<file path="src/source/chi_link_pkg.sv">
// Link layer definitions shared by the state machine and both channels
// Link state encoding and link-credit count types

package chi_link_pkg;

   // Link state, same encoding on the transmit and receive side
   typedef enum logic [1:0] {
      STOP         = 2'b00,
      ACTIVATING   = 2'b01,
      DEACTIVATING = 2'b10,
      RUN          = 2'b11
   } link_state_e;

   // Width of one link-credit count
   localparam int CREDIT_W = 4;

   // Protocol limit on outstanding link credits per channel
   localparam int CREDIT_MAX = 15;

   // One bit per receive buffer in the ownership-release vector
   localparam int RELEASE_W = 15;

   typedef logic [CREDIT_W-1:0] credit_t;

endpackage

</file>
<file path="src/source/chi_flit_pkg.sv">
// Response channel flit format
// Field layout and opcode list of the response flit

package chi_flit_pkg;

   localparam int NODE_ID_W = 7;
   localparam int TXN_ID_W  = 8;
   localparam int OPCODE_W  = 5;

   // Response opcodes, zero is the link-credit return
   typedef enum logic [OPCODE_W-1:0] {
      LCRD_RETURN = 5'h00,
      COMP        = 5'h01,
      COMP_DBID   = 5'h02,
      DBID_RESP   = 5'h03,
      RETRY_ACK   = 5'h04
   } rsp_opcode_e;

   // 27-bit response flit, target ID in the top bits
   typedef struct packed {
      logic [NODE_ID_W-1:0] tgt_id;
      logic [NODE_ID_W-1:0] src_id;
      logic [TXN_ID_W-1:0]  txn_id;
      rsp_opcode_e          opcode;
   } rsp_flit_t;

   // An all-zero flit carries no content and only returns a credit

endpackage

</file>
<file path="src/source/credit_counter.sv">
// Link-credit counter
// Counts up and down by one and saturates at zero and MAX_COUNT

module credit_counter #(
   parameter int MAX_COUNT  = 15,
   parameter int INIT_COUNT = 0
) (
   input  logic                  clk,
   input  logic                  resetn,
   input  logic                  incr_i,
   input  logic                  dec_i,
   output chi_link_pkg::credit_t count_o,
   output logic                  nonzero_o,
   output logic                  full_o
);

   localparam chi_link_pkg::credit_t MAX_VAL  = chi_link_pkg::credit_t'(MAX_COUNT);
   localparam chi_link_pkg::credit_t INIT_VAL = chi_link_pkg::credit_t'(INIT_COUNT);

   chi_link_pkg::credit_t count_q;
   logic                  at_zero;
   logic                  at_max;

   assign at_zero = (count_q == '0);
   assign at_max  = (count_q == MAX_VAL);

   always_ff @(posedge clk) begin
      if (!resetn) begin
         count_q <= INIT_VAL;
      end else if (incr_i && !dec_i && !at_max) begin
         count_q <= count_q + 1'b1;
      end else if (dec_i && !incr_i && !at_zero) begin
         count_q <= count_q - 1'b1;
      end
   end

   assign count_o   = count_q;
   assign nonzero_o = !at_zero;
   assign full_o    = at_max;

endmodule

</file>
<file path="src/source/link_fsm.sv">
// Link activation state machine
// Separate transmit and receive link states driven by the local
// configuration inputs and the remote activation handshake

module link_fsm (
   input  logic                      clk,
   input  logic                      resetn,
   input  logic                      configure_i,
   input  logic                      go_to_lp_i,
   input  logic                      txlinkactiveack_i,
   input  logic                      rxlinkactivereq_i,
   input  logic                      tx_empty_i,
   input  logic                      rx_all_back_i,
   output chi_link_pkg::link_state_e tx_state_o,
   output chi_link_pkg::link_state_e rx_state_o,
   output logic                      txlinkactivereq_o,
   output logic                      rxlinkactiveack_o
);

   // Remote handshake inputs after one register stage
   logic ack_q;
   logic req_q;

   chi_link_pkg::link_state_e tx_state_q;
   chi_link_pkg::link_state_e tx_state_d;
   chi_link_pkg::link_state_e rx_state_q;
   chi_link_pkg::link_state_e rx_state_d;

   always_ff @(posedge clk) begin
      if (!resetn) begin
         ack_q <= 1'b0;
         req_q <= 1'b0;
      end else begin
         ack_q <= txlinkactiveack_i;
         req_q <= rxlinkactivereq_i;
      end
   end

   // Transmit side, started and stopped locally
   always_comb begin
      tx_state_d = tx_state_q;
      case (tx_state_q)
         chi_link_pkg::STOP: begin
            if (configure_i && !go_to_lp_i) begin
               tx_state_d = chi_link_pkg::ACTIVATING;
            end
         end
         chi_link_pkg::ACTIVATING: begin
            if (ack_q) begin
               tx_state_d = chi_link_pkg::RUN;
            end
         end
         chi_link_pkg::RUN: begin
            if (configure_i && go_to_lp_i) begin
               tx_state_d = chi_link_pkg::DEACTIVATING;
            end
         end
         chi_link_pkg::DEACTIVATING: begin
            // Stay until the remote drops its ack and all credits went back
            if (!ack_q && tx_empty_i) begin
               tx_state_d = chi_link_pkg::STOP;
            end
         end
         default: tx_state_d = chi_link_pkg::STOP;
      endcase
   end

   // Receive side, follows the remote request
   always_comb begin
      rx_state_d = rx_state_q;
      case (rx_state_q)
         chi_link_pkg::STOP: begin
            if (req_q && configure_i) begin
               rx_state_d = chi_link_pkg::ACTIVATING;
            end
         end
         chi_link_pkg::ACTIVATING: begin
            rx_state_d = chi_link_pkg::RUN;
         end
         chi_link_pkg::RUN: begin
            if (!req_q) begin
               rx_state_d = chi_link_pkg::DEACTIVATING;
            end
         end
         chi_link_pkg::DEACTIVATING: begin
            // Remote hands back every granted credit before we stop
            if (rx_all_back_i) begin
               rx_state_d = chi_link_pkg::STOP;
            end
         end
         default: rx_state_d = chi_link_pkg::STOP;
      endcase
   end

   always_ff @(posedge clk) begin
      if (!resetn) begin
         tx_state_q <= chi_link_pkg::STOP;
         rx_state_q <= chi_link_pkg::STOP;
      end else begin
         tx_state_q <= tx_state_d;
         rx_state_q <= rx_state_d;
      end
   end

   assign tx_state_o = tx_state_q;
   assign rx_state_o = rx_state_q;

   assign txlinkactivereq_o = (tx_state_q == chi_link_pkg::ACTIVATING) ||
                              (tx_state_q == chi_link_pkg::RUN);
   assign rxlinkactiveack_o = (rx_state_q == chi_link_pkg::ACTIVATING) ||
                              (rx_state_q == chi_link_pkg::RUN);

endmodule

</file>
<file path="src/source/tx_flit_channel.sv">
// Transmit response channel
// Registers user flits onto the link, spends one credit per flit and
// returns leftover credits as zero flits while the link deactivates

module tx_flit_channel (
   input  logic                      clk,
   input  logic                      resetn,
   input  chi_link_pkg::link_state_e tx_state_i,
   input  chi_flit_pkg::rsp_flit_t   tx_flit_i,
   input  logic                      tx_valid_i,
   input  logic                      txlcrdv_i,
   output chi_flit_pkg::rsp_flit_t   txflit_o,
   output logic                      txflitv_o,
   output logic                      tx_credit_ok_o,
   output logic                      tx_empty_o
);

   logic credit_avail;
   logic lcrd_return;
   logic credit_use;

   // One held credit goes back per cycle in DEACTIVATING
   assign lcrd_return = (tx_state_i == chi_link_pkg::DEACTIVATING) && credit_avail;
   assign credit_use  = tx_valid_i || lcrd_return;

   credit_counter #(
      .MAX_COUNT  (chi_link_pkg::CREDIT_MAX),
      .INIT_COUNT (0)
   ) i_tx_credits (
      .clk       (clk),
      .resetn    (resetn),
      .incr_i    (txlcrdv_i),
      .dec_i     (credit_use),
      .count_o   (),
      .nonzero_o (credit_avail),
      .full_o    ()
   );

   always_ff @(posedge clk) begin
      if (!resetn) begin
         txflitv_o <= 1'b0;
      end else begin
         txflitv_o <= credit_use;
      end
   end

   // Credit return flit is all zero, opcode LCRD_RETURN
   always_ff @(posedge clk) begin
      if (lcrd_return) begin
         txflit_o <= chi_flit_pkg::rsp_flit_t'('0);
      end else begin
         txflit_o <= tx_flit_i;
      end
   end

   assign tx_credit_ok_o = credit_avail && (tx_state_i == chi_link_pkg::RUN);
   assign tx_empty_o     = !credit_avail;

endmodule

</file>
<file path="src/source/rx_flit_channel.sv">
// Receive response channel
// Registers incoming flits and hands link credits to the remote side
// as buffers are refilled or released by software

module rx_flit_channel #(
   parameter int RX_BUFFERS = 8
) (
   input  logic                                 clk,
   input  logic                                 resetn,
   input  chi_link_pkg::link_state_e            rx_state_i,
   input  chi_flit_pkg::rsp_flit_t              rxflit_i,
   input  logic                                 rxflitv_i,
   input  logic                                 refill_i,
   input  chi_link_pkg::credit_t                refill_count_i,
   input  logic [chi_link_pkg::RELEASE_W-1:0]   release_i,
   output chi_flit_pkg::rsp_flit_t              rx_flit_o,
   output logic                                 rx_valid_o,
   output logic                                 rxlcrdv_o,
   output logic                                 rx_all_back_o
);

   chi_link_pkg::credit_t               pending_q;
   chi_link_pkg::credit_t               release_cnt;
   logic [chi_link_pkg::CREDIT_W:0]     pending_sum;
   logic                                credit_avail;
   logic                                grant;

   // Number of buffers freed by one release vector
   function automatic chi_link_pkg::credit_t count_ones(
      input logic [chi_link_pkg::RELEASE_W-1:0] v
   );
      chi_link_pkg::credit_t n;
      n = '0;
      for (int i = 0; i < chi_link_pkg::RELEASE_W; i++) begin
         n = n + chi_link_pkg::credit_t'(v[i]);
      end
      return n;
   endfunction

   assign release_cnt = count_ones(release_i);
   assign pending_sum = {1'b0, pending_q} + {1'b0, release_cnt};

   // Grants wait while software updates the pending count
   assign grant = !refill_i && !(|release_i) &&
                  (rx_state_i == chi_link_pkg::RUN) &&
                  (pending_q != '0) && credit_avail;

   always_ff @(posedge clk) begin
      if (!resetn) begin
         pending_q <= '0;
      end else if (refill_i) begin
         pending_q <= refill_count_i;
      end else if (|release_i) begin
         // Clip at the protocol limit
         if (pending_sum > chi_link_pkg::CREDIT_MAX) begin
            pending_q <= chi_link_pkg::credit_t'(chi_link_pkg::CREDIT_MAX);
         end else begin
            pending_q <= pending_sum[chi_link_pkg::CREDIT_W-1:0];
         end
      end else if (grant) begin
         pending_q <= pending_q - 1'b1;
      end
   end

   // Credits held locally, a flit brings one back and a grant gives one away
   credit_counter #(
      .MAX_COUNT  (RX_BUFFERS),
      .INIT_COUNT (RX_BUFFERS)
   ) i_rx_credits (
      .clk       (clk),
      .resetn    (resetn),
      .incr_i    (rxflitv_i),
      .dec_i     (grant),
      .count_o   (),
      .nonzero_o (credit_avail),
      .full_o    (rx_all_back_o)
   );

   always_ff @(posedge clk) begin
      if (!resetn) begin
         rx_valid_o <= 1'b0;
         rxlcrdv_o  <= 1'b0;
      end else begin
         rx_valid_o <= rxflitv_i;
         rxlcrdv_o  <= grant;
      end
   end

   always_ff @(posedge clk) begin
      rx_flit_o <= rxflit_i;
   end

endmodule

</file>
<file path="src/source/chi_link_top.sv">
// Link layer of one coherent interconnect port
// Link state machine plus one transmit and one receive response channel

module chi_link_top #(
   parameter int RX_BUFFERS = 8
) (
   input  logic                                 clk,
   input  logic                                 resetn,
   input  logic                                 configure_i,
   input  logic                                 go_to_lp_i,
   input  logic                                 txlinkactiveack_i,
   input  logic                                 rxlinkactivereq_i,
   output logic                                 txlinkactivereq_o,
   output logic                                 rxlinkactiveack_o,
   output chi_link_pkg::link_state_e            tx_state_o,
   output chi_link_pkg::link_state_e            rx_state_o,
   input  chi_flit_pkg::rsp_flit_t              tx_flit_i,
   input  logic                                 tx_valid_i,
   input  logic                                 txlcrdv_i,
   output chi_flit_pkg::rsp_flit_t              txflit_o,
   output logic                                 txflitv_o,
   output logic                                 tx_credit_ok_o,
   input  chi_flit_pkg::rsp_flit_t              rxflit_i,
   input  logic                                 rxflitv_i,
   input  logic                                 refill_i,
   input  chi_link_pkg::credit_t                refill_count_i,
   input  logic [chi_link_pkg::RELEASE_W-1:0]   release_i,
   output chi_flit_pkg::rsp_flit_t              rx_flit_o,
   output logic                                 rx_valid_o,
   output logic                                 rxlcrdv_o
);

   logic tx_empty;
   logic rx_all_back;

   link_fsm i_link_fsm (
      .clk               (clk),
      .resetn            (resetn),
      .configure_i       (configure_i),
      .go_to_lp_i        (go_to_lp_i),
      .txlinkactiveack_i (txlinkactiveack_i),
      .rxlinkactivereq_i (rxlinkactivereq_i),
      .tx_empty_i        (tx_empty),
      .rx_all_back_i     (rx_all_back),
      .tx_state_o        (tx_state_o),
      .rx_state_o        (rx_state_o),
      .txlinkactivereq_o (txlinkactivereq_o),
      .rxlinkactiveack_o (rxlinkactiveack_o)
   );

   tx_flit_channel i_tx_channel (
      .clk            (clk),
      .resetn         (resetn),
      .tx_state_i     (tx_state_o),
      .tx_flit_i      (tx_flit_i),
      .tx_valid_i     (tx_valid_i),
      .txlcrdv_i      (txlcrdv_i),
      .txflit_o       (txflit_o),
      .txflitv_o      (txflitv_o),
      .tx_credit_ok_o (tx_credit_ok_o),
      .tx_empty_o     (tx_empty)
   );

   rx_flit_channel #(
      .RX_BUFFERS (RX_BUFFERS)
   ) i_rx_channel (
      .clk            (clk),
      .resetn         (resetn),
      .rx_state_i     (rx_state_o),
      .rxflit_i       (rxflit_i),
      .rxflitv_i      (rxflitv_i),
      .refill_i       (refill_i),
      .refill_count_i (refill_count_i),
      .release_i      (release_i),
      .rx_flit_o      (rx_flit_o),
      .rx_valid_o     (rx_valid_o),
      .rxlcrdv_o      (rxlcrdv_o),
      .rx_all_back_o  (rx_all_back)
   );

endmodule

</file>
<file path="config.mk">
export PLATFORM = sky130hd
export DESIGN_NAME = chi_link_top
export DESIGN_NICKNAME = d
export VERILOG_FILES = /design/src/source/chi_link_pkg.sv /design/src/source/chi_flit_pkg.sv /design/src/source/credit_counter.sv /design/src/source/link_fsm.sv /design/src/source/tx_flit_channel.sv /design/src/source/rx_flit_channel.sv /design/src/source/chi_link_top.sv
export SDC_FILE = /design/constraint.sdc
export NUM_CORES = 1
export LEC_CHECK = 0
export BUFFER_PORTS_ARGS = -buffer_cell sky130_fd_sc_hd__buf_2
export CAP_MARGIN = 20
export CORE_ASPECT_RATIO = 0.8
export CORE_MARGIN = 1
export CORE_UTILIZATION = 50
export CTS_BUF_LIST = sky130_fd_sc_hd__clkbuf_4 sky130_fd_sc_hd__clkbuf_8 sky130_fd_sc_hd__clkbuf_16
export DETAILED_ROUTE_END_ITERATION = 16
export PLACE_DENSITY_LB_ADDON = 0.25
export RECOVER_POWER = 25
export SYNTH_ARGS = -nofsm -noshare
export SYNTH_HDL_FRONTEND = slang
export SYNTH_HIERARCHICAL = 1
export SYNTH_SLANG_ARGS = --single-unit
</file>
<file path="constraint.sdc">
create_clock -name clk -period 6.29 [get_ports clk]
set_input_delay 0.3145 -clock clk [delete_from_list [all_inputs] [get_ports clk]]
set_output_delay 0.3145 -clock clk [all_outputs]
set_load 0.01 [all_outputs]
</file>
==> metrics.md <==
| Metric | Value |
|---|---|
| Synth Area in Simple Gates | 20.1% |
| # Max-Cap Violations | 0 |
| TritonCTS Buffers | 9 |
| Total die area | 6610 sq um |
| Fmax | about 260 MHz |
| Number of routed nets with antenna violations | 0 |
| Xor/xnor share of the synthesized area | 2.78% |
| Syn-to-layout area delta | 31.2% |
| Adder-cell area share of the yosys netlist | between 10 and 15% |
| Vias per cell | roughly 4.6 |
| Status | finished, final reports clean |
| Cells along the critical path | fa_1, inv_1, fa_1, fa_1, fa_1, inv_1, ha_1, fa_1, nand3_1, a21boi_0, o21ai_2, o221ai_1, a31oi_1 |
| Top Ports | roughly 150 |
| CP arrival | 4.12 ns |
| # hold bufs at CTS | 0 |
| Top-count cell post-synth | dfxtp_1 |
| Die Wd | just over 90 microns |
| Core area | 5970 sq um |
| Register area share after synthesis | 47.7% |
| DR pass1 iterations | 4 |
| Row cnt | 25 |
| Nature of the critical path endpoint | register |
| Post-synth EDFFs | 0 |
| Drt initial violations | between 60 and 70 |
| Number of fill cells | between 400 and 500 |
| Clock power share | around a quarter |
| Fin nets | between 500 and 600 |
| Inserted Diodes | 0 |
| First-pass GRT wire length | ~11000 microns |
| Sequential share of power | between 30 and 40% |
| Flop-to-flop setup slack | around 2.4 ns |
| Worst Path Max Fanout | 5 |
| Sum of negative setup slack | 0 ns |
| Ys flop type | dfxtp_1 |
| WS Path Type | register to register |
| Avg Cell Area, Syn | 11.4 sq um |
| Final setup fails | 0 |
| Slew Viols, Final | 0 |
| Drt drc | 0 |
| Gr ovfl total | 0 |
| Synthesized netlist cell count | around 280 |
| Post-CTS Resized | 0 |
| RSZ-0062 raised after global routing | no |
| Wire per inst | approximately 13 microns |
| Syn nets | about 390 |
| Die Ht | 72.9 microns |
| Share of post-route cells with drive strength above 1 | 46.8% |
| Startpoint types | register |
| CP dominant cell by count | fa_1 |
| DP Wirelength | 5300 microns |
| Switch Pwr | about 0.52 mW |
| Largest net degree at the start of global routing | 30 |
| Hold-critical path depth | 1 |
| Vias | about 2400 |
| Number of global-route vias before repair | about 2400 |
| Clock latency on the worst-skew pair | 0.34 ns |
| Worst Max-Slew Pin Slew | ~0.86 ns |
| Hold violation total from the final report | 0 |
| Net Sw Frac | a little over a third |
| Clk pin slew, worst setup/hold paths | 0.10 ns |
| Worst VDD drop | between 0.2 and 0.3 mV |
| Async SR Flop Fraction | 0% |
| IO Port Bufs | between 100 and 150 |
| Synth cell types | 54 |
| Clock root cell | clkbuf_8 |
| Min-Delay Path Class | input port to register |
| Compound-Gate Fraction of Synth Area | roughly 8.8% |
| CTS tree | built |
| Period utilization | 61.3% |
| Setup Buffers After CTS | 0 |
| FF+latch count, synth | 75 |
| Internal power | ~0.97 mW |
| Post-synth top area share | a little under half |
| Initial antenna violation count | 0 |
| Rel. slew slack | between 40% and 50% |
| WP data required | about 6.6 ns |
| Post-synth top area cell | dfxtp_1 |
| Total wire length | 6510 microns |
| Cell Pwr Density | 361 nW/um^2 |
| Initial Util | a little over half |
| Worst Skew | 0.0130 ns |
| H-tree depth | 3 |
| CTS Buffer Depth | 2 |
| Largest family of logic cells by synthesized area | simple AND/OR/NAND/NOR gates |
| Final Critical Period | roughly 3.9 ns |
| Post-synth top cells | 75 x dfxtp_1, 33 x inv_1, 14 x ha_1 |
| Crit path max-delay cell type | fa_1 |
| Yosys warnings | 6 |
| Ranking of synthesized cells by area | dfxtp_1 48%, fa_1 8.3%, ha_1 5.6% |
| GR Util All Layers | 20.7% |
| LEAKAGE | slightly above 2 nW |
| WHS | 0.0624 ns |
| Logic pwr share | approximately 38% |
| Worst reg2reg path depth | 13 |
| Clk sinks | 75 |
| CP peak stage delay | roughly 0.49 ns |
| Gpl congestion | between 0.7 and 0.8 |
| Mux contribution to synthesized area | ~1.7% |
| Synth Cell Area | approximately 3100 sq um |
[cells in the final DEF (no fill, tap or decap), drive strengths merged, types with 2 or more instances in the layout]
cell,Yosys,routed
ha,14,14
nor4,3,3
nor2,8,8
clkbuf,3,12
nor2b,2,2
nand3,4,4
a21oi,9,9
and4,2,2
clkinv,0,2
buf,2,143
fa,13,13
o211ai,4,4
a21o,3,3
nand3b,2,2
o21ai,9,9
dfxtp,75,75
mux2i,3,3
a21boi,4,4
xnor2,6,6
xor2,4,4
nor3,4,4
nand2,10,10
nand4,2,2
nand2b,7,7
and2,33,33
inv,33,38
o221ai,2,2
[state kept, by name, summed over array words and instances, names as in the netlist, 2 cells and up]
register and flops:
i_tx_channel/txflit_o 27, i_rx_channel/pending_q 4, i_link_fsm/rx_state_o 2, i_rx_channel/i_rx_credits/count_o 4, i_link_fsm/tx_state_o 2, i_rx_channel/rx_flit_o 27, i_tx_channel/i_tx_credits/count_o 4
[worst paths after layout]
path / end / startpoint
worst min-delay path: i_rx_channel/rx_flit_o[7] / rxflit_i[7]
worst min register to register: i_link_fsm/rx_state_o[0] / i_link_fsm/req_q
worst max register to register: i_rx_channel/pending_q[3] / i_rx_channel/pending_q[0]
worst max-delay path: i_rx_channel/pending_q[3] / i_rx_channel/pending_q[0]
[worst max-delay path: cells and delay by family (launching register included)]
family / cells / cell delay (ns)
buffers and inverters: 2 / 0.12
flip-flops: 1 / 0.45
adder cells (fa/ha/maj): 6 / 2.45
AO/OA/AOI/OAI: 4 / 0.65
AND/OR/NAND/NOR: 1 / 0.11
[layout make-up]
type                    count  area [sq um]  area share, %
clock buffers               9           124           3.00
clock inverters             7          66.3           1.61
inverters                  33           124           3.00
multi-input cells         162          1480           35.9
flip-flops and latches     75          1500           36.4
well taps                  81           101           2.46
repair buffers            146           727           17.6
[layer usage]
metal | global-route usage [%] | part of all wire, %
met1 | 23.1 | 39
met2 | 37.0 | 52
met3 | 7.92 | 7.2
met4 | 6.45 | 0.89
met5 | 0 | 0
[power groups by stage]
| stage | Combinational [mW] | Sequential (mW) | Clock (mW) |
|---|---|---|---|
| after floorplan | 0.421 | 0.589 | 0 |
| after global placement | 0.545 | 0.584 | 0 |
| after detailed placement | 0.565 | 0.587 | 0 |
| after CTS | 0.568 | 0.577 | 0.361 |
| after global routing | 0.646 | 0.585 | 0.379 |
| final | 0.562 | 0.576 | 0.350 |
[metrics by stage]
step | power (mW) | setup slack [ns] | util (%) | cell area, sq um | cells
3_5_place_dp | 1.15 | 2.33 | 65.9 | 3940 | 497
2_1_floorplan | 1.01 | 2.64 | - | 3150 | 275
3_3_place_gp | 1.13 | 2.42 | 65.9 | 3940 | 497
6_report | 1.49 | 2.44 | 69.1 | 4130 | 513
4_1_cts | 1.51 | 2.44 | 69.1 | 4130 | 513
5_1_grt | 1.61 | 2.26 | 69.1 | 4130 | 513
[logic make-up (layout without fill, tap and decap cells)]
family | count (synthesis) | after routing
mux | 4 | 4
buf+inv | 38 | 195
flops | 75 | 75
simple gates | 84 | 84
fa+ha+maj | 27 | 27
xor+xnor | 10 | 10
compound gates | 37 | 37
Power figures use the tool's default switching activity.
